**config.mk**
```make
export PLATFORM = sky130hd
export DESIGN_NAME = i3c_target_top
export DESIGN_NICKNAME = d
export VERILOG_FILES = /design/src/i3c_target_pkg.sv /design/src/i3c_header_decoder.sv /design/src/i3c_addr_slot.sv /design/src/i3c_addr_select.sv /design/src/i3c_target_seq.sv /design/src/i3c_target_top.sv
export SDC_FILE = /design/constraint.sdc
export NUM_CORES = 1
export LEC_CHECK = 0
export ABC_AREA = 1
export BUFFER_PORTS_ARGS = -buffer_cell sky130_fd_sc_hd__buf_2
export CORE_MARGIN = 2
export CORE_UTILIZATION = 52
export CTS_CLUSTER_SIZE = 30
export DETAILED_ROUTE_END_ITERATION = 8
export GPL_TIMING_DRIVEN = 1
export PLACE_DENSITY = 0.81
export REMOVE_ABC_BUFFERS = 1
export SYNTH_ARGS = -nofsm -noshare
export SYNTH_HDL_FRONTEND = slang
export SYNTH_HIERARCHICAL = 1
export SYNTH_SLANG_ARGS = --single-unit
```
**constraint.sdc**
```tcl
create_clock -name clk_i -period 2.3 [get_ports clk_i]
set_clock_uncertainty 0.2 [all_clocks]
set_input_delay 0.115 -clock clk_i [delete_from_list [all_inputs] [get_ports clk_i]]
set_output_delay 0.115 -clock clk_i [all_outputs]
set_load 0.01 [all_outputs]
```
**src/i3c_target_pkg.sv**
```systemverilog
// ================================================
// Shared types and constants of the I3C target sequencer
// All records are packed so they travel as one vector
// The header union is 8 bits and holds one bus byte
// ================================================

package i3c_target_pkg;

  // One bus byte
  typedef logic [7:0] byte_t;

  // 7-bit bus address
  typedef logic [6:0] addr7_t;

  // Address header as it appears on the bus, MSB first
  typedef struct packed {
    addr7_t addr;
    logic   rnw;
  } addr_hdr_t;

  // A received byte is read as a header or as a command code
  typedef union packed {
    addr_hdr_t hdr;
    byte_t     ccc;
  } i3c_hdr_u;

  // Per-slot address configuration
  // Dynamic address wins over static when both are valid
  typedef struct packed {
    addr7_t dyn_addr;
    logic   dyn_valid;
    addr7_t sta_addr;
    logic   sta_valid;
  } addr_cfg_t;

  // Receive requests to the bus layer, held as levels
  typedef struct packed {
    logic req_byte;
    logic req_bit;
  } rx_req_t;

  // Transmit requests to the bus layer
  // A bit transfer uses value bit 0 only
  typedef struct packed {
    logic  req_byte;
    logic  req_bit;
    byte_t value;
  } tx_req_t;

  // Broadcast header 0x7E with write direction
  localparam byte_t RSVD_HDR = 8'hFC;

  // SDA value driven for an ACK
  localparam logic ACK_BIT = 1'b0;

endpackage : i3c_target_pkg

```
**src/i3c_header_decoder.sv**
```systemverilog
// ================================================
// Captures header bytes while the sequencer expects one
// hdr_valid_o pulses one cycle after the byte's rx done
// ================================================

`timescale 1ns/1ps

module i3c_header_decoder (
  input  logic                     clk_i,
  input  logic                     rst_ni,
  input  logic                     rx_done_i,
  input  i3c_target_pkg::byte_t    rx_data_i,
  input  logic                     hdr_expect_i,
  input  logic                     start_any_i,
  output i3c_target_pkg::i3c_hdr_u hdr_o,
  output logic                     hdr_valid_o,
  output i3c_target_pkg::byte_t    last_addr_o,
  output logic                     last_addr_valid_o
);

  logic capture;

  // A header arrives when a byte completes during a header request
  assign capture = rx_done_i & hdr_expect_i;

  // Header byte register
  // Held until the next header so later stages can read it
  always_ff @(posedge clk_i) begin
    if (capture) begin
      hdr_o.ccc <= rx_data_i;
    end
  end

  always_ff @(posedge clk_i) begin
    if (!rst_ni) begin
      hdr_valid_o       <= 1'b0;
      last_addr_valid_o <= 1'b0;
    end else begin
      // One-cycle strobe to every address slot
      hdr_valid_o <= capture;
      // Last address is stale once a new START begins
      if (start_any_i) begin
        last_addr_valid_o <= 1'b0;
      end else if (capture) begin
        last_addr_valid_o <= 1'b1;
      end
    end
  end

  // Last header as address plus direction bit
  assign last_addr_o = {hdr_o.hdr.addr, hdr_o.hdr.rnw};

endmodule : i3c_header_decoder

```
**src/i3c_addr_slot.sv**
```systemverilog
// ================================================
// One address slot of the target
// A slot without a valid address never hits
// The direction bit is ignored by the compare
// ================================================

`timescale 1ns/1ps

module i3c_addr_slot (
  input  logic                      clk_i,
  input  logic                      rst_ni,
  input  i3c_target_pkg::addr_cfg_t cfg_i,
  input  i3c_target_pkg::i3c_hdr_u  hdr_i,
  input  logic                      hdr_valid_i,
  output logic                      hit_o,
  output logic                      hit_valid_o
);

  logic hit_d;

  // Dynamic address takes precedence over the static one
  always_comb begin
    if (cfg_i.dyn_valid) begin
      hit_d = (cfg_i.dyn_addr == hdr_i.hdr.addr);
    end else if (cfg_i.sta_valid) begin
      hit_d = (cfg_i.sta_addr == hdr_i.hdr.addr);
    end else begin
      hit_d = 1'b0;
    end
  end

  always_ff @(posedge clk_i) begin
    if (!rst_ni) begin
      hit_o       <= 1'b0;
      hit_valid_o <= 1'b0;
    end else begin
      // Result and strobe move together, one cycle after the header
      hit_valid_o <= hdr_valid_i;
      if (hdr_valid_i) begin
        hit_o <= hit_d;
      end
    end
  end

endmodule : i3c_addr_slot

```
**src/i3c_addr_select.sv**
```systemverilog
// ================================================
// Picks the lowest hitting slot for each header
// Slot 0 is the primary device, higher slots are virtual
// The broadcast header never updates the slot selection
// ================================================

`timescale 1ns/1ps

module i3c_addr_select #(
  parameter  int unsigned NUM_SLOTS = 2,
  localparam int unsigned SLOT_W    = (NUM_SLOTS > 1) ? $clog2(NUM_SLOTS) : 1
) (
  input  logic                     clk_i,
  input  logic                     rst_ni,
  input  logic [NUM_SLOTS-1:0]     hits_i,
  input  logic                     hit_valid_i,
  input  i3c_target_pkg::i3c_hdr_u hdr_i,
  input  logic                     idle_i,
  output logic                     match_o,
  output logic                     rsvd_o,
  output logic                     match_valid_o,
  output logic [SLOT_W-1:0]        sel_slot_o,
  output logic                     xfer_in_progress_o
);

  import i3c_target_pkg::*;

  logic              rsvd_d;
  logic              match_d;
  logic [SLOT_W-1:0] sel_d;

  // Broadcast header is compared as a whole byte
  assign rsvd_d  = (hdr_i.ccc == RSVD_HDR);
  assign match_d = (|hits_i) & ~rsvd_d;

  // Walk down so the lowest index is the last one written
  always_comb begin
    sel_d = '0;
    for (int i = NUM_SLOTS - 1; i >= 0; i--) begin
      if (hits_i[i]) begin
        sel_d = SLOT_W'(i);
      end
    end
  end

  always_ff @(posedge clk_i) begin
    if (!rst_ni) begin
      match_o            <= 1'b0;
      rsvd_o             <= 1'b0;
      match_valid_o      <= 1'b0;
      sel_slot_o         <= '0;
      xfer_in_progress_o <= 1'b0;
    end else begin
      match_valid_o <= hit_valid_i;
      // Decision stays stable until the next header
      if (hit_valid_i) begin
        match_o <= match_d;
        rsvd_o  <= rsvd_d;
        if (!rsvd_d) begin
          sel_slot_o <= sel_d;
        end
      end
      // Transfer flag lives from the first match until idle
      if (idle_i) begin
        xfer_in_progress_o <= 1'b0;
      end else if (hit_valid_i && match_d) begin
        xfer_in_progress_o <= 1'b1;
      end
    end
  end

endmodule : i3c_addr_select

```
**src/i3c_target_seq.sv**
```systemverilog
// ================================================
// Transaction FSM of the target with write, read and CCC paths
// A STOP returns to idle on the next cycle from any state
// The RX FIFO slot is single, back-pressure must end within a byte
// ================================================

`timescale 1ns/1ps

module i3c_target_seq (
  input  logic                     clk_i,
  input  logic                     rst_ni,
  input  logic                     target_enable_i,
  input  logic                     bus_start_i,
  input  logic                     bus_rstart_i,
  input  logic                     bus_stop_i,
  input  logic                     rx_done_i,
  input  i3c_target_pkg::byte_t    rx_data_i,
  input  logic                     tx_done_i,
  input  logic                     match_i,
  input  logic                     rsvd_i,
  input  logic                     match_valid_i,
  input  i3c_target_pkg::i3c_hdr_u hdr_i,
  input  logic                     rx_fifo_wready_i,
  input  logic                     tx_fifo_rvalid_i,
  input  i3c_target_pkg::byte_t    tx_fifo_rdata_i,
  input  logic                     tx_last_byte_i,
  input  logic                     ccc_done_i,
  input  logic                     ccc_next_i,
  output i3c_target_pkg::rx_req_t  rx_req_o,
  output i3c_target_pkg::tx_req_t  tx_req_o,
  output logic                     hdr_expect_o,
  output logic                     start_any_o,
  output logic                     idle_o,
  output logic                     rx_fifo_wvalid_o,
  output i3c_target_pkg::byte_t    rx_fifo_wdata_o,
  output logic                     tx_fifo_rready_o,
  output i3c_target_pkg::byte_t    ccc_o,
  output logic                     ccc_valid_o,
  output logic                     parity_err_o,
  output logic                     event_nack_o,
  output logic                     transmitting_o
);

  import i3c_target_pkg::*;

  typedef enum logic [3:0] {
    ST_IDLE,
    ST_F_RX,
    ST_F_CHECK,
    ST_F_ACK,
    ST_S_RX,
    ST_S_CHECK,
    ST_S_ACK,
    ST_WR_DATA,
    ST_WR_TBIT,
    ST_RD_DATA,
    ST_RD_TBIT,
    ST_WAIT,
    ST_CCC
  } state_e;

  state_e state_q;
  state_e state_d;
  state_e data_st;
  logic   rstart_q;
  logic   last_q;
  byte_t  data_q;
  byte_t  tx_byte_q;
  logic   tbit_ok;
  logic   push;

  assign start_any_o = bus_start_i | bus_rstart_i;

  // Odd parity over data byte and T-bit
  assign tbit_ok = (rx_data_i[0] == ~^data_q);
  assign push    = (state_q == ST_WR_TBIT) & rx_done_i & tbit_ok;

  // Data phase after an ACK, from the header direction bit
  // An empty TX FIFO on a read leaves the bus alone
  always_comb begin
    if (!hdr_i.hdr.rnw) begin
      data_st = ST_WR_DATA;
    end else if (tx_fifo_rvalid_i) begin
      data_st = ST_RD_DATA;
    end else begin
      data_st = ST_WAIT;
    end
  end

  always_comb begin
    state_d = state_q;
    case (state_q)
      ST_IDLE:    if (target_enable_i && start_any_o) state_d = ST_F_RX;
      ST_F_RX:    if (rx_done_i) state_d = ST_F_CHECK;
      ST_F_CHECK: begin
        if (match_valid_i) state_d = (match_i || rsvd_i) ? ST_F_ACK : ST_WAIT;
      end
      ST_F_ACK:   if (tx_done_i) state_d = rsvd_i ? ST_S_RX : data_st;
      // Code byte goes to the CCC engine, a header after Sr is checked
      ST_S_RX:    if (rx_done_i) state_d = rstart_q ? ST_S_CHECK : ST_CCC;
      ST_S_CHECK: if (match_valid_i) state_d = match_i ? ST_S_ACK : ST_WAIT;
      ST_S_ACK:   if (tx_done_i) state_d = data_st;
      ST_WR_DATA: begin
        if (start_any_o) state_d = ST_F_RX;
        else if (rx_done_i) state_d = ST_WR_TBIT;
      end
      ST_WR_TBIT: begin
        if (start_any_o) state_d = ST_F_RX;
        else if (rx_done_i) state_d = ST_WR_DATA;
      end
      ST_RD_DATA: begin
        if (start_any_o) state_d = ST_F_RX;
        else if (tx_done_i) state_d = ST_RD_TBIT;
      end
      ST_RD_TBIT: begin
        if (start_any_o) begin
          state_d = ST_F_RX;
        end else if (tx_done_i) begin
          state_d = (last_q || !tx_fifo_rvalid_i) ? ST_WAIT : ST_RD_DATA;
        end
      end
      ST_WAIT:    if (start_any_o) state_d = ST_F_RX;
      ST_CCC: begin
        if (ccc_done_i) state_d = ST_IDLE;
        else if (ccc_next_i) state_d = ST_S_RX;
      end
      default:    state_d = ST_IDLE;
    endcase
    // STOP ends every transfer
    if (bus_stop_i) state_d = ST_IDLE;
  end

  always_ff @(posedge clk_i) begin
    if (!rst_ni) begin
      state_q          <= ST_IDLE;
      rstart_q         <= 1'b0;
      last_q           <= 1'b0;
      rx_fifo_wvalid_o <= 1'b0;
    end else begin
      state_q <= state_d;
      // Sr seen while waiting for the second byte
      if (state_q != ST_S_RX) begin
        rstart_q <= 1'b0;
      end else if (start_any_o) begin
        rstart_q <= 1'b1;
      end
      // Last flag belongs to the popped byte
      if (tx_fifo_rready_o) begin
        last_q <= tx_last_byte_i;
      end
      // Hold valid under back-pressure, a new push keeps it high
      if (push) begin
        rx_fifo_wvalid_o <= 1'b1;
      end else if (rx_fifo_wready_i) begin
        rx_fifo_wvalid_o <= 1'b0;
      end
    end
  end

  // Payload registers
  always_ff @(posedge clk_i) begin
    if ((state_q == ST_WR_DATA) && rx_done_i) data_q <= rx_data_i;
    if (push) rx_fifo_wdata_o <= data_q;
    if (tx_fifo_rready_o) tx_byte_q <= tx_fifo_rdata_i;
    if ((state_q == ST_S_RX) && !rstart_q && rx_done_i) ccc_o <= rx_data_i;
  end

  // Bus requests per state
  // Receive requests drop during a START pulse
  always_comb begin
    rx_req_o = '0;
    tx_req_o = '0;
    case (state_q)
      ST_F_RX, ST_S_RX, ST_WR_DATA: rx_req_o.req_byte = ~start_any_o;
      ST_WR_TBIT: rx_req_o.req_bit = ~start_any_o;
      ST_F_ACK, ST_S_ACK: begin
        tx_req_o.req_bit = 1'b1;
        tx_req_o.value   = {7'b0, ACK_BIT};
      end
      ST_RD_DATA: begin
        tx_req_o.req_byte = 1'b1;
        tx_req_o.value    = tx_byte_q;
      end
      // T-bit high announces more data
      ST_RD_TBIT: begin
        tx_req_o.req_bit = 1'b1;
        tx_req_o.value   = {7'b0, ~last_q};
      end
      default: ;
    endcase
  end

  // Pop once on each entry to the read data state
  assign tx_fifo_rready_o = (state_d == ST_RD_DATA) && (state_q != ST_RD_DATA);

  // Only real headers go to the decoder, never a CCC code
  assign hdr_expect_o = (state_q == ST_F_RX) || ((state_q == ST_S_RX) && rstart_q);

  // Nobody claimed the header
  assign event_nack_o = match_valid_i && !match_i &&
                        (((state_q == ST_F_CHECK) && !rsvd_i) || (state_q == ST_S_CHECK));

  assign parity_err_o   = (state_q == ST_WR_TBIT) && rx_done_i && !tbit_ok;
  assign ccc_valid_o    = (state_q == ST_CCC);
  assign idle_o         = (state_q == ST_IDLE);
  assign transmitting_o = state_q inside {ST_F_ACK, ST_S_ACK, ST_RD_DATA, ST_RD_TBIT};

endmodule : i3c_target_seq

```
**src/i3c_target_top.sv**
```systemverilog
// ================================================
// I3C target sequencer top level
// NUM_SLOTS sets the address slots, slot 0 is the primary device
// ================================================

`timescale 1ns/1ps

module i3c_target_top #(
  parameter  int unsigned NUM_SLOTS = 2,
  localparam int unsigned SLOT_W    = (NUM_SLOTS > 1) ? $clog2(NUM_SLOTS) : 1
) (
  input  logic                                      clk_i,
  input  logic                                      rst_ni,
  input  logic                                      target_enable_i,
  input  i3c_target_pkg::addr_cfg_t [NUM_SLOTS-1:0] slot_cfg_i,
  // Bus detectors
  input  logic                                      bus_start_i,
  input  logic                                      bus_rstart_i,
  input  logic                                      bus_stop_i,
  // Bus receive and transmit layer
  output i3c_target_pkg::rx_req_t                   rx_req_o,
  input  logic                                      rx_done_i,
  input  i3c_target_pkg::byte_t                     rx_data_i,
  output i3c_target_pkg::tx_req_t                   tx_req_o,
  input  logic                                      tx_done_i,
  // RX and TX FIFOs
  output logic                                      rx_fifo_wvalid_o,
  output i3c_target_pkg::byte_t                     rx_fifo_wdata_o,
  input  logic                                      rx_fifo_wready_i,
  input  logic                                      tx_fifo_rvalid_i,
  output logic                                      tx_fifo_rready_o,
  input  i3c_target_pkg::byte_t                     tx_fifo_rdata_i,
  input  logic                                      tx_last_byte_i,
  // CCC engine
  output i3c_target_pkg::byte_t                     ccc_o,
  output logic                                      ccc_valid_o,
  input  logic                                      ccc_done_i,
  input  logic                                      ccc_next_i,
  // Status and events
  output logic                                      idle_o,
  output logic                                      transmitting_o,
  output logic                                      parity_err_o,
  output logic                                      event_nack_o,
  output logic [SLOT_W-1:0]                         sel_slot_o,
  output logic                                      xfer_in_progress_o,
  output i3c_target_pkg::byte_t                     last_addr_o,
  output logic                                      last_addr_valid_o
);

  import i3c_target_pkg::*;

  i3c_hdr_u             hdr;
  logic                 hdr_valid;
  logic                 hdr_expect;
  logic                 start_any;
  logic [NUM_SLOTS-1:0] hits;
  logic                 hit_valid;
  logic                 match;
  logic                 rsvd;
  logic                 match_valid;

  i3c_header_decoder u_decoder (
    .clk_i             (clk_i),
    .rst_ni            (rst_ni),
    .rx_done_i         (rx_done_i),
    .rx_data_i         (rx_data_i),
    .hdr_expect_i      (hdr_expect),
    .start_any_i       (start_any),
    .hdr_o             (hdr),
    .hdr_valid_o       (hdr_valid),
    .last_addr_o       (last_addr_o),
    .last_addr_valid_o (last_addr_valid_o)
  );

  // All slots decide in the same cycle, slot 0 supplies the strobe
  for (genvar i = 0; i < NUM_SLOTS; i++) begin : g_slot
    if (i == 0) begin : g_primary
      i3c_addr_slot u_slot (
        .clk_i       (clk_i),
        .rst_ni      (rst_ni),
        .cfg_i       (slot_cfg_i[i]),
        .hdr_i       (hdr),
        .hdr_valid_i (hdr_valid),
        .hit_o       (hits[i]),
        .hit_valid_o (hit_valid)
      );
    end else begin : g_virtual
      i3c_addr_slot u_slot (
        .clk_i       (clk_i),
        .rst_ni      (rst_ni),
        .cfg_i       (slot_cfg_i[i]),
        .hdr_i       (hdr),
        .hdr_valid_i (hdr_valid),
        .hit_o       (hits[i]),
        .hit_valid_o ()
      );
    end
  end

  i3c_addr_select #(
    .NUM_SLOTS (NUM_SLOTS)
  ) u_select (
    .clk_i              (clk_i),
    .rst_ni             (rst_ni),
    .hits_i             (hits),
    .hit_valid_i        (hit_valid),
    .hdr_i              (hdr),
    .idle_i             (idle_o),
    .match_o            (match),
    .rsvd_o             (rsvd),
    .match_valid_o      (match_valid),
    .sel_slot_o         (sel_slot_o),
    .xfer_in_progress_o (xfer_in_progress_o)
  );

  i3c_target_seq u_seq (
    .clk_i            (clk_i),
    .rst_ni           (rst_ni),
    .target_enable_i  (target_enable_i),
    .bus_start_i      (bus_start_i),
    .bus_rstart_i     (bus_rstart_i),
    .bus_stop_i       (bus_stop_i),
    .rx_done_i        (rx_done_i),
    .rx_data_i        (rx_data_i),
    .tx_done_i        (tx_done_i),
    .match_i          (match),
    .rsvd_i           (rsvd),
    .match_valid_i    (match_valid),
    .hdr_i            (hdr),
    .rx_fifo_wready_i (rx_fifo_wready_i),
    .tx_fifo_rvalid_i (tx_fifo_rvalid_i),
    .tx_fifo_rdata_i  (tx_fifo_rdata_i),
    .tx_last_byte_i   (tx_last_byte_i),
    .ccc_done_i       (ccc_done_i),
    .ccc_next_i       (ccc_next_i),
    .rx_req_o         (rx_req_o),
    .tx_req_o         (tx_req_o),
    .hdr_expect_o     (hdr_expect),
    .start_any_o      (start_any),
    .idle_o           (idle_o),
    .rx_fifo_wvalid_o (rx_fifo_wvalid_o),
    .rx_fifo_wdata_o  (rx_fifo_wdata_o),
    .tx_fifo_rready_o (tx_fifo_rready_o),
    .ccc_o            (ccc_o),
    .ccc_valid_o      (ccc_valid_o),
    .parity_err_o     (parity_err_o),
    .event_nack_o     (event_nack_o),
    .transmitting_o   (transmitting_o)
  );

endmodule : i3c_target_top

```
## Yosys cells after proc, flatten, opt, wreduce, memory -nomap -nowiden

Index checks and enable logic that the tools add are counted.

- Add/sub/neg operators: 0
- Shifts and indexed selects: 0
- Eq/ne operators: 21
- Reductions and logical operators: 32
- Order comparisons: 0
- Divide/modulo/power cells: 0
- Bitwise gates (word level): 9
- Mux-type cells: 40
- $mul: 0

Operators by type and width:

| cell | number |
|---|---|
| 4-bit two-way mux | 24 |
| 4-bit one-hot mux with 13 select lines | 1 |
| 7-bit == test | 4 |
| 4-bit == test, second input constant | 6 |
| 4-bit by 3-bit == test with 1-bit output, second input constant | 4 |
| 8-bit one-hot mux with 2 select lines | 1 |
| 1-bit logical AND | 12 |
| 1-bit two-way mux | 12 |
| 4-bit by 2-bit == test with 1-bit output, second input constant | 2 |
| 8-bit == test, second input constant | 1 |
| 2-bit OR reduction | 4 |
| 8-bit XNOR reduction | 1 |
| 3-bit OR reduction | 2 |
| 1-bit zero test | 5 |
| 1-bit AND | 4 |
| 4-bit by 1-bit == test with 1-bit output, second input constant | 1 |
| 4-bit zero test | 1 |
| 1-bit logical OR | 4 |
| 2-bit two-way mux | 2 |
| 4-bit by 3-bit inequality test with 1-bit output, second input constant | 1 |
| 4-bit inequality test, second input constant | 1 |
| 1-bit inverter | 4 |
| 4-bit nonzero test | 1 |
| 2-bit AND reduction | 1 |
| 3 further kinds | 3 |

- Output and inout bits: 46
- Word-level logic and storage cells: 121
- Latch bits: 0
- Memories: 0
- Memory bits (writable): 0
- Bits in registers: 57
- ROM bits: 0

## Depth between registers and ports, before layout

Gate-level depths: netlist of the first run.

- Word-level depth: 9
- Mapped depth: 13
- Mapped depth without buffers: 12

## Cells and area by module

Netlist of the first run, hierarchy kept.

By module, submodules not included:

| module | sequential area each (um^2) | area each (um^2) | instances | cells an instance |
|---|---|---|---|---|
| i3c_target_seq | 1101.1 | 2148.3 | 1 | 256 |
| i3c_addr_slot | 40.0 | 374.1 | 2 | 83 |
| i3c_header_decoder | 280.3 | 377.9 | 1 | 26 |
| i3c_addr_select | 100.1 | 236.5 | 1 | 33 |

## Least setup slack after synthesis of the first run

Ideal clock, no wire load.

- Path type: register to register
- Start: reg u_seq.state_q[1]
- End: reg u_seq.tx_byte_q[0], enable pin
- Buffers on the path: 0
- Setup time: 0.330 ns
- Stages on the path, launching flop included: 11
- Arrival: 1.380 ns
- Clock period less this slack: 1.910 ns
- Data required time: 1.770 ns
- Path slack: 0.390 ns
- Cells stage by stage: dfxtp_1 -> inv_2 -> nand2_2 -> nor2_4 -> inv_4 -> nand2_2 -> nand2_2 -> nand2_2 -> nor2_2 -> nand3_2 -> nor2_4

- Word-level cells in the longest chain between the ends: 6

Ends and longest elaborated chain:

| item | line | text |
|---|---|---|
| start: declaration | i3c_target_seq.sv:62 | `state_e state_q;` |
| start signal: assignment | i3c_target_seq.sv:140 | `state_q <= state_d;` |
| 4-bit two-way mux, on equally long branches (2 in series) | n/a |  |
| 4-bit one-hot mux with 13 select lines | i3c_target_seq.sv:92 | `case (state_q)` |
| 4-bit two-way mux | i3c_target_seq.sv:130 | `if (bus_stop_i) state_d = ST_IDLE;` |
| 4-bit == test | i3c_target_seq.sv:194 | `assign tx_fifo_rready_o = (state_d == ST_RD_DATA) && (state_q != ST_RD_DATA);` |
| 1-bit logical AND (*) | i3c_target_seq.sv:194 |  |
| net tx_fifo_rready_o | i3c_target_top.sv:31 | `output logic tx_fifo_rready_o,` |
| end signal: assignment | i3c_target_seq.sv:164 | `if (tx_fifo_rready_o) tx_byte_q <= tx_fifo_rdata_i;` |
| end: declaration | i3c_target_seq.sv:68 | `byte_t tx_byte_q;` |

Mark *: on every way through the listed nets, which the timed path passes. The rest lies on a longest branch.
A chain may end at the register's enable or synchronous reset.

## Worst setup path after layout of the first run

- Start: reg u_seq.state_q[3]
- End: out tx_fifo_rready_o

- Word-level cells in the longest chain between the ends: 6

Ends and longest elaborated chain:

| item | line |
|---|---|
| 4-bit two-way mux, on equally long branches (2 in series) | n/a |
| 4-bit one-hot mux with 13 select lines | i3c_target_seq.sv:92 |
| 4-bit two-way mux | i3c_target_seq.sv:130 |
| 4-bit == test | i3c_target_seq.sv:194 |
| 1-bit logical AND (*) | i3c_target_seq.sv:194 |
| end: declaration | i3c_target_top.sv:31 |

Mark *: on every way between the ends. The rest lies on a longest branch, timed or not.

==> results of run 1 <==
[sequential cells by signal (all words and copies together) (netlist names), 4 cells and up]
name and count:
u_decoder/hdr_o 8, u_seq/ccc_o 8, u_seq/data_q 8, u_seq/rx_fifo_wdata_o 8, u_seq/state_q 4, u_seq/tx_byte_q 8
[metal layers]
layer	vias to the layer above	part of all wire, %	GRT usage (%)
li1	1709	-	-
met1	1511	41	33.4
met2	149	49	42.5
met3	22	6.6	6.45
met4	0	2.9	13.9
met5	-	0	0
[cell type report]
class	instances	area (um2)
fill	505	1890
sequential	57	1550
multi-input combinational	305	1470
timing repair buffer	134	796
inverter	107	408
clock buffer	9	124
tap	77	96.3
clock inverter	7	85.1
antenna	1	2.50
[power breakdown]
group / switching, uW / total [uW] / internal, uW / leakage (uW)
logic: 124 / 234 / 110 / 0.00178
registers: 9.63 / 1110 / 1100 / 0.000499
clock network: 467 / 989 / 522 / 0.000107
[per-stage QoR]
stage	utilization (%)	area [um2]	worst slack (ps)	total power, uW
finish	70.5	4530	81.6	2330
global route	70.5	4530	1.85	2420
CTS	70.1	4500	20.3	2330
detailed placement	63.4	4070	210	1330
global placement	63.4	4070	212	1330
floorplan	-	3420	279	1230
[worst max-delay path by stage]
stage,start,end,slack (ps),cells past startpoint
5_1_grt,u_seq/state_q[3],tx_fifo_rready_o,2,10
6_report,u_seq/state_q[3],tx_fifo_rready_o,80,10
3_5_place_dp,u_seq/state_q[3],u_seq/tx_byte_q[2],210,9
4_1_cts,u_seq/state_q[3],tx_fifo_rready_o,20,10
2_1_floorplan,u_seq/state_q[3],u_seq/tx_byte_q[0],280,10
3_3_place_gp,u_seq/state_q[3],u_seq/tx_byte_q[3],210,9
[cell usage in the layout (no fill, tap or decap), types with 3 or more instances in the layout]
master	n
a21oi_1	5
a21oi_2	3
buf_2	105
buf_4	8
clkbuf_8	9
dfxtp_1	13
dfxtp_2	4
dlygate4sd3_1	21
edfxtp_1	40
inv_1	83
inv_2	20
inv_6	3
nand2_1	146
nand2_2	15
nand3_1	18
nand3_2	6
nand4_1	4
nor2_1	53
nor2_2	13
nor2_4	4
nor3_1	4
o21ai_0	9
xnor2_1	8
xor2_1	4
[worst max-delay path: cells and delay by family (launching register included)]
family / cells / cell delay (ps)
simple gates: 8 / 830
flops: 1 / 410
buf+inv: 2 / 320
[timing repair]
| item | CTS | global route |
|---|---|---|
| setup buffers | 1 | 2 |
| setup endpoints to repair | 1 | 2 |
| endpoints found under the hold margin | 48 | 0 |
| pin swaps | 1 | 0 |
| resized for setup | 0 | 8 |
| cloned | 0 | 0 |
| hold buffers | 21 | 0 |
==> results.cfg, run 1 <==
[grt]
grt_max_degree = 14
grt_pass1_wl_mm = 15.0
grt_pass1_vias = 3219
antenna_found_initial = 0
grt-ovfl-total = 0
grt_usage_pct = 26.5

[hold_path]
hold_path_class = in -> reg
worstHoldStart = slot_cfg_i[30]
holdPathEnd = g_slot[1].g_virtual.u_slot/hit_o
hold_depth = 8

[critical_path]
critPathMaxStageDelay_ps = 410
worstReg2RegEnd = u_seq/tx_byte_q[2]
crit_fanout = 6
crit_top_cell = nor2_2
cp.arrival_ps = 1900
reg2regPathDepth = 10
cp_slowest_cell = dfxtp_2
cp-end-kind = primary output
crit_path_cell_trace = buf_4 -> nand2_8 -> nor2_2 -> nand2_1 -> and2_1 -> nand2_2 -> nor2_2 -> nand3_2 -> nor2_4 -> buf_2
ff2ff_setup_slack_ps = 250
r2r-start = u_seq/state_q[3]
critPathKind = reg -> out
cp.required_ps = 1990
critPathLaunchType = flop

[drt]
wl_per_cell_um = 13.3
dr.first_iter.drc_count = 218
antenna_left = 0
viasPerCell = 4.87
drc = 8
vias = 3391
dr.pass1.iters = 7
routed_wl_mm = 9.29

[place]
dpl.hpwl_mm = 6.68
place.gp.congestion = 1.06
place_inst = 656
portBuffers = 106

[sta]
hold_ws_ps = 28.8
final.setup.tns_ps = 0
slew_viol_final = 0
period_needed_ps = 2220
finalCritPeriodShare_pct = 96.5
finalHoldViolations = 0
setup_viol = 0
rsz0062_at_grt = no
max_slew.worst_pin.slew_ps = 368
slew_headroom_pct = 75.3
max_freq_ghz = 0.451

[layout]
layout.nets = 675
stdcell_count = 697
syn_to_final_growth_pct = 30.1
drive_gt1_share_pct = 32.3

[floorplan]
core-area_um2 = 6420
die_area_um2 = 7370
rows = 29
fp.dieW_um = 85.8
die_h_um = 85.8
initial_core_util_pct = 54.2
ioPinCount = 107

[clock_network]
insertion_delay_ps = 350
htreeDepth = 3
clockBufferDepth = 2
cts-buffers-inserted = 9
cts_root_buf = clkbuf_8
cts_num_sinks = 57
cts.clk_slew.worst_paths_ps = 70
cts_tree = yes

[synthesis]
synthCells = 478
avgSynthCellArea_um2 = 7.29
synth_area_um2 = 3480
yosys_warnings = 6

[outcome]
status = finished with violations
violations = DRC

[power]
worst_ir_drop_vdd_mv = 0.568
leakage_uw = 0.00239
powerDensity_nw_per_um2 = 515

[run]
cap_violations = 0
No activity file was read; power rests on OpenSTA's default activity.
==> run 2, diff against run 1 <==
--- a/config.mk
+++ b/config.mk
@@ -13,4 +13,5 @@
 export DETAILED_ROUTE_END_ITERATION = 8
 export GPL_TIMING_DRIVEN = 1
+export HOLD_SLACK_MARGIN = 0.12
 export PLACE_DENSITY = 0.81
 export REMOVE_ABC_BUFFERS = 1
==> constraint.sdc (replaced) <==
create_clock -name clk_i -period 2.3 [get_ports clk_i]
set_clock_uncertainty 0.2 [all_clocks]
set_input_delay 0.23 -clock clk_i [delete_from_list [all_inputs] [get_ports clk_i]]
set_output_delay 0.23 -clock clk_i [all_outputs]
set_load 0.01 [all_outputs]
==> results.cfg, run 2 (synthesis gave the netlist of run 1 again) <==
[place]
place_ws_ps = 129
portBuffers = 106
place.gp.congestion = 0.961
dpl.hpwl_mm = 6.87

[critical_path]
cp-endpoint = tx_fifo_rready_o
worstReg2RegEnd = u_seq/tx_byte_q[3]
crit_fanout = 5
reg2regPathDepth = 11
critPathLaunchType = flop
critPathLaunch = u_seq/state_q[3]
cp.arrival_ps = 1800
crit_path_cell_trace = inv_2 -> nand2_2 -> nor2_2 -> nand2_1 -> nand2_1 -> nor2_1 -> nand3_2 -> nand3_2 -> nor2_4 -> buf_2
cp_slowest_cell = dfxtp_4
critPathKind = reg -> out
r2r-start = u_seq/state_q[3]
critPathMaxStageDelay_ps = 380
cp-end-kind = primary output
cp.required_ps = 1870
ff2ff_setup_slack_ps = 250

[clock_network]
cts_root_buf = clkbuf_8
cts_num_sinks = 57
clockBufferDepth = 2
cts_tree = yes
htreeDepth = 3
cts.clk_slew.worst_paths_ps = 70
insertion_delay_ps = 340
cts-buffers-inserted = 9

[floorplan]
core-area_um2 = 6420
die_area_um2 = 7370
die_h_um = 85.8
rows = 29
fp.dieW_um = 85.8
initial_core_util_pct = 54.2
ioPinCount = 107

[drt]
viasPerCell = 4.90
routed_wl_mm = 9.39
wl_per_cell_um = 13.4
dr.first_iter.drc_count = 209
vias = 3438
dr.pass1.iters = 7
antenna_left = 0
drc = 0

[layout]
multi_input_area_um2 = 1510
layout.nets = 680
most-common-layout-cells = 146 x nand2_1, 106 x buf_2, 84 x inv_1
final_common_cell = nand2_1
final_core_util_pct = 71.9
seq_area_um2 = 1550
syn_to_final_growth_pct = 32.6
drive_gt1_share_pct = 33.0
num-fill-cells = 515

[sta]
max_slew.worst_pin.slew_ps = 403
hold_ws_ps = 172
slew_viol_final = 0
rsz0062_at_grt = yes
finalCritPeriodShare_pct = 96.8
finalHoldViolations = 0
slew_headroom_pct = 73.1
worst_slack_ps = 72.9
final.setup.tns_ps = 0
max_freq_ghz = 0.449
period_needed_ps = 2230
setup_viol = 0

[run]
cap_violations = 0

[grt]
grt_max_degree = 13
antenna_found_initial = 0
grt_pass1_vias = 3190
grt_pass1_wl_mm = 15.2
grt-ovfl-total = 0
grt_usage_pct = 26.3

[power]
powerDensity_nw_per_um2 = 495
power_uw = 2290
worst_ir_drop_vdd_mv = 0.552
leakage_uw = 0.00243

[outcome]
status = complete, no violations

[hold_path]
hold_path_class = in -> reg
worstHoldStart = slot_cfg_i[14]
run 2: cell count changes in the layout (fill, tap and decap cells not counted), moves of 2 or more:
| cell | change |
|---|---|
| clkinvlp_4 | +2 |
| dfxtp_2 | -3 |
| dfxtp_4 | +3 |
| nor2_2 | -2 |
| nor2_4 | +3 |
run 2: how the worst min path moves through the flow:
stage,endpoint,slack [ps],cells after the start
5_1_grt,g_slot[1].g_virtual.u_slot/hit_o,200,8
4_1_cts,g_slot[1].g_virtual.u_slot/hit_o,160,8
6_report,g_slot[0].g_primary.u_slot/hit_o,170,8
3_3_place_gp,u_seq/tx_byte_q[4],210,1
3_5_place_dp,u_seq/tx_byte_q[4],210,1
2_1_floorplan,u_seq/state_q[0],110,1
run 2: metal layers:
layer,vias up,part of all wire (%),track usage [%]
met5,-,0,0
met4,0,2.2,9.09
met3,25,6.7,4.91
met2,179,50,45.5
met1,1514,41,33.1
li1,1720,-,-
run 2: what timing repair did:
action | CTS | global route
pin swaps | 2 | 2
buffers inserted | 2 | 2
resized for setup | 5 | 11
endpoints found under the setup margin | 1 | 2
hold buffers | 22 | 0
endpoints found under the hold margin | 46 | 0
run 2: critical path: cells and delay by family, from the launching register on:
kind | cells | cell delay [ps]
AND/OR/NAND/NOR | 8 | 870
flip-flops | 1 | 380
buffers and inverters | 2 | 230
run 2: power breakdown:
| group | switching [uW] | internal (uW) |
|---|---|---|
| Clock | 440 | 508 |
| Combinational | 123 | 111 |
| Sequential | 10.2 | 1100 |
run 2: stage by stage:
step           cells  cell area (um2)
6_report         702             4620
5_1_grt          701             4620
4_1_cts          699             4550
3_5_place_dp     659             4110
3_3_place_gp     659             4110
2_1_floorplan    469             3420
run 2: layout make-up:
class	instances	share of cell area, %
well taps	77	2.09
multi-input cells	305	32.7
inverters	107	8.75
clock buffers	9	2.68
repair buffers	139	18.4
clock inverters	7	1.71
diodes	1	0.0542
flip-flops and latches	57	33.6
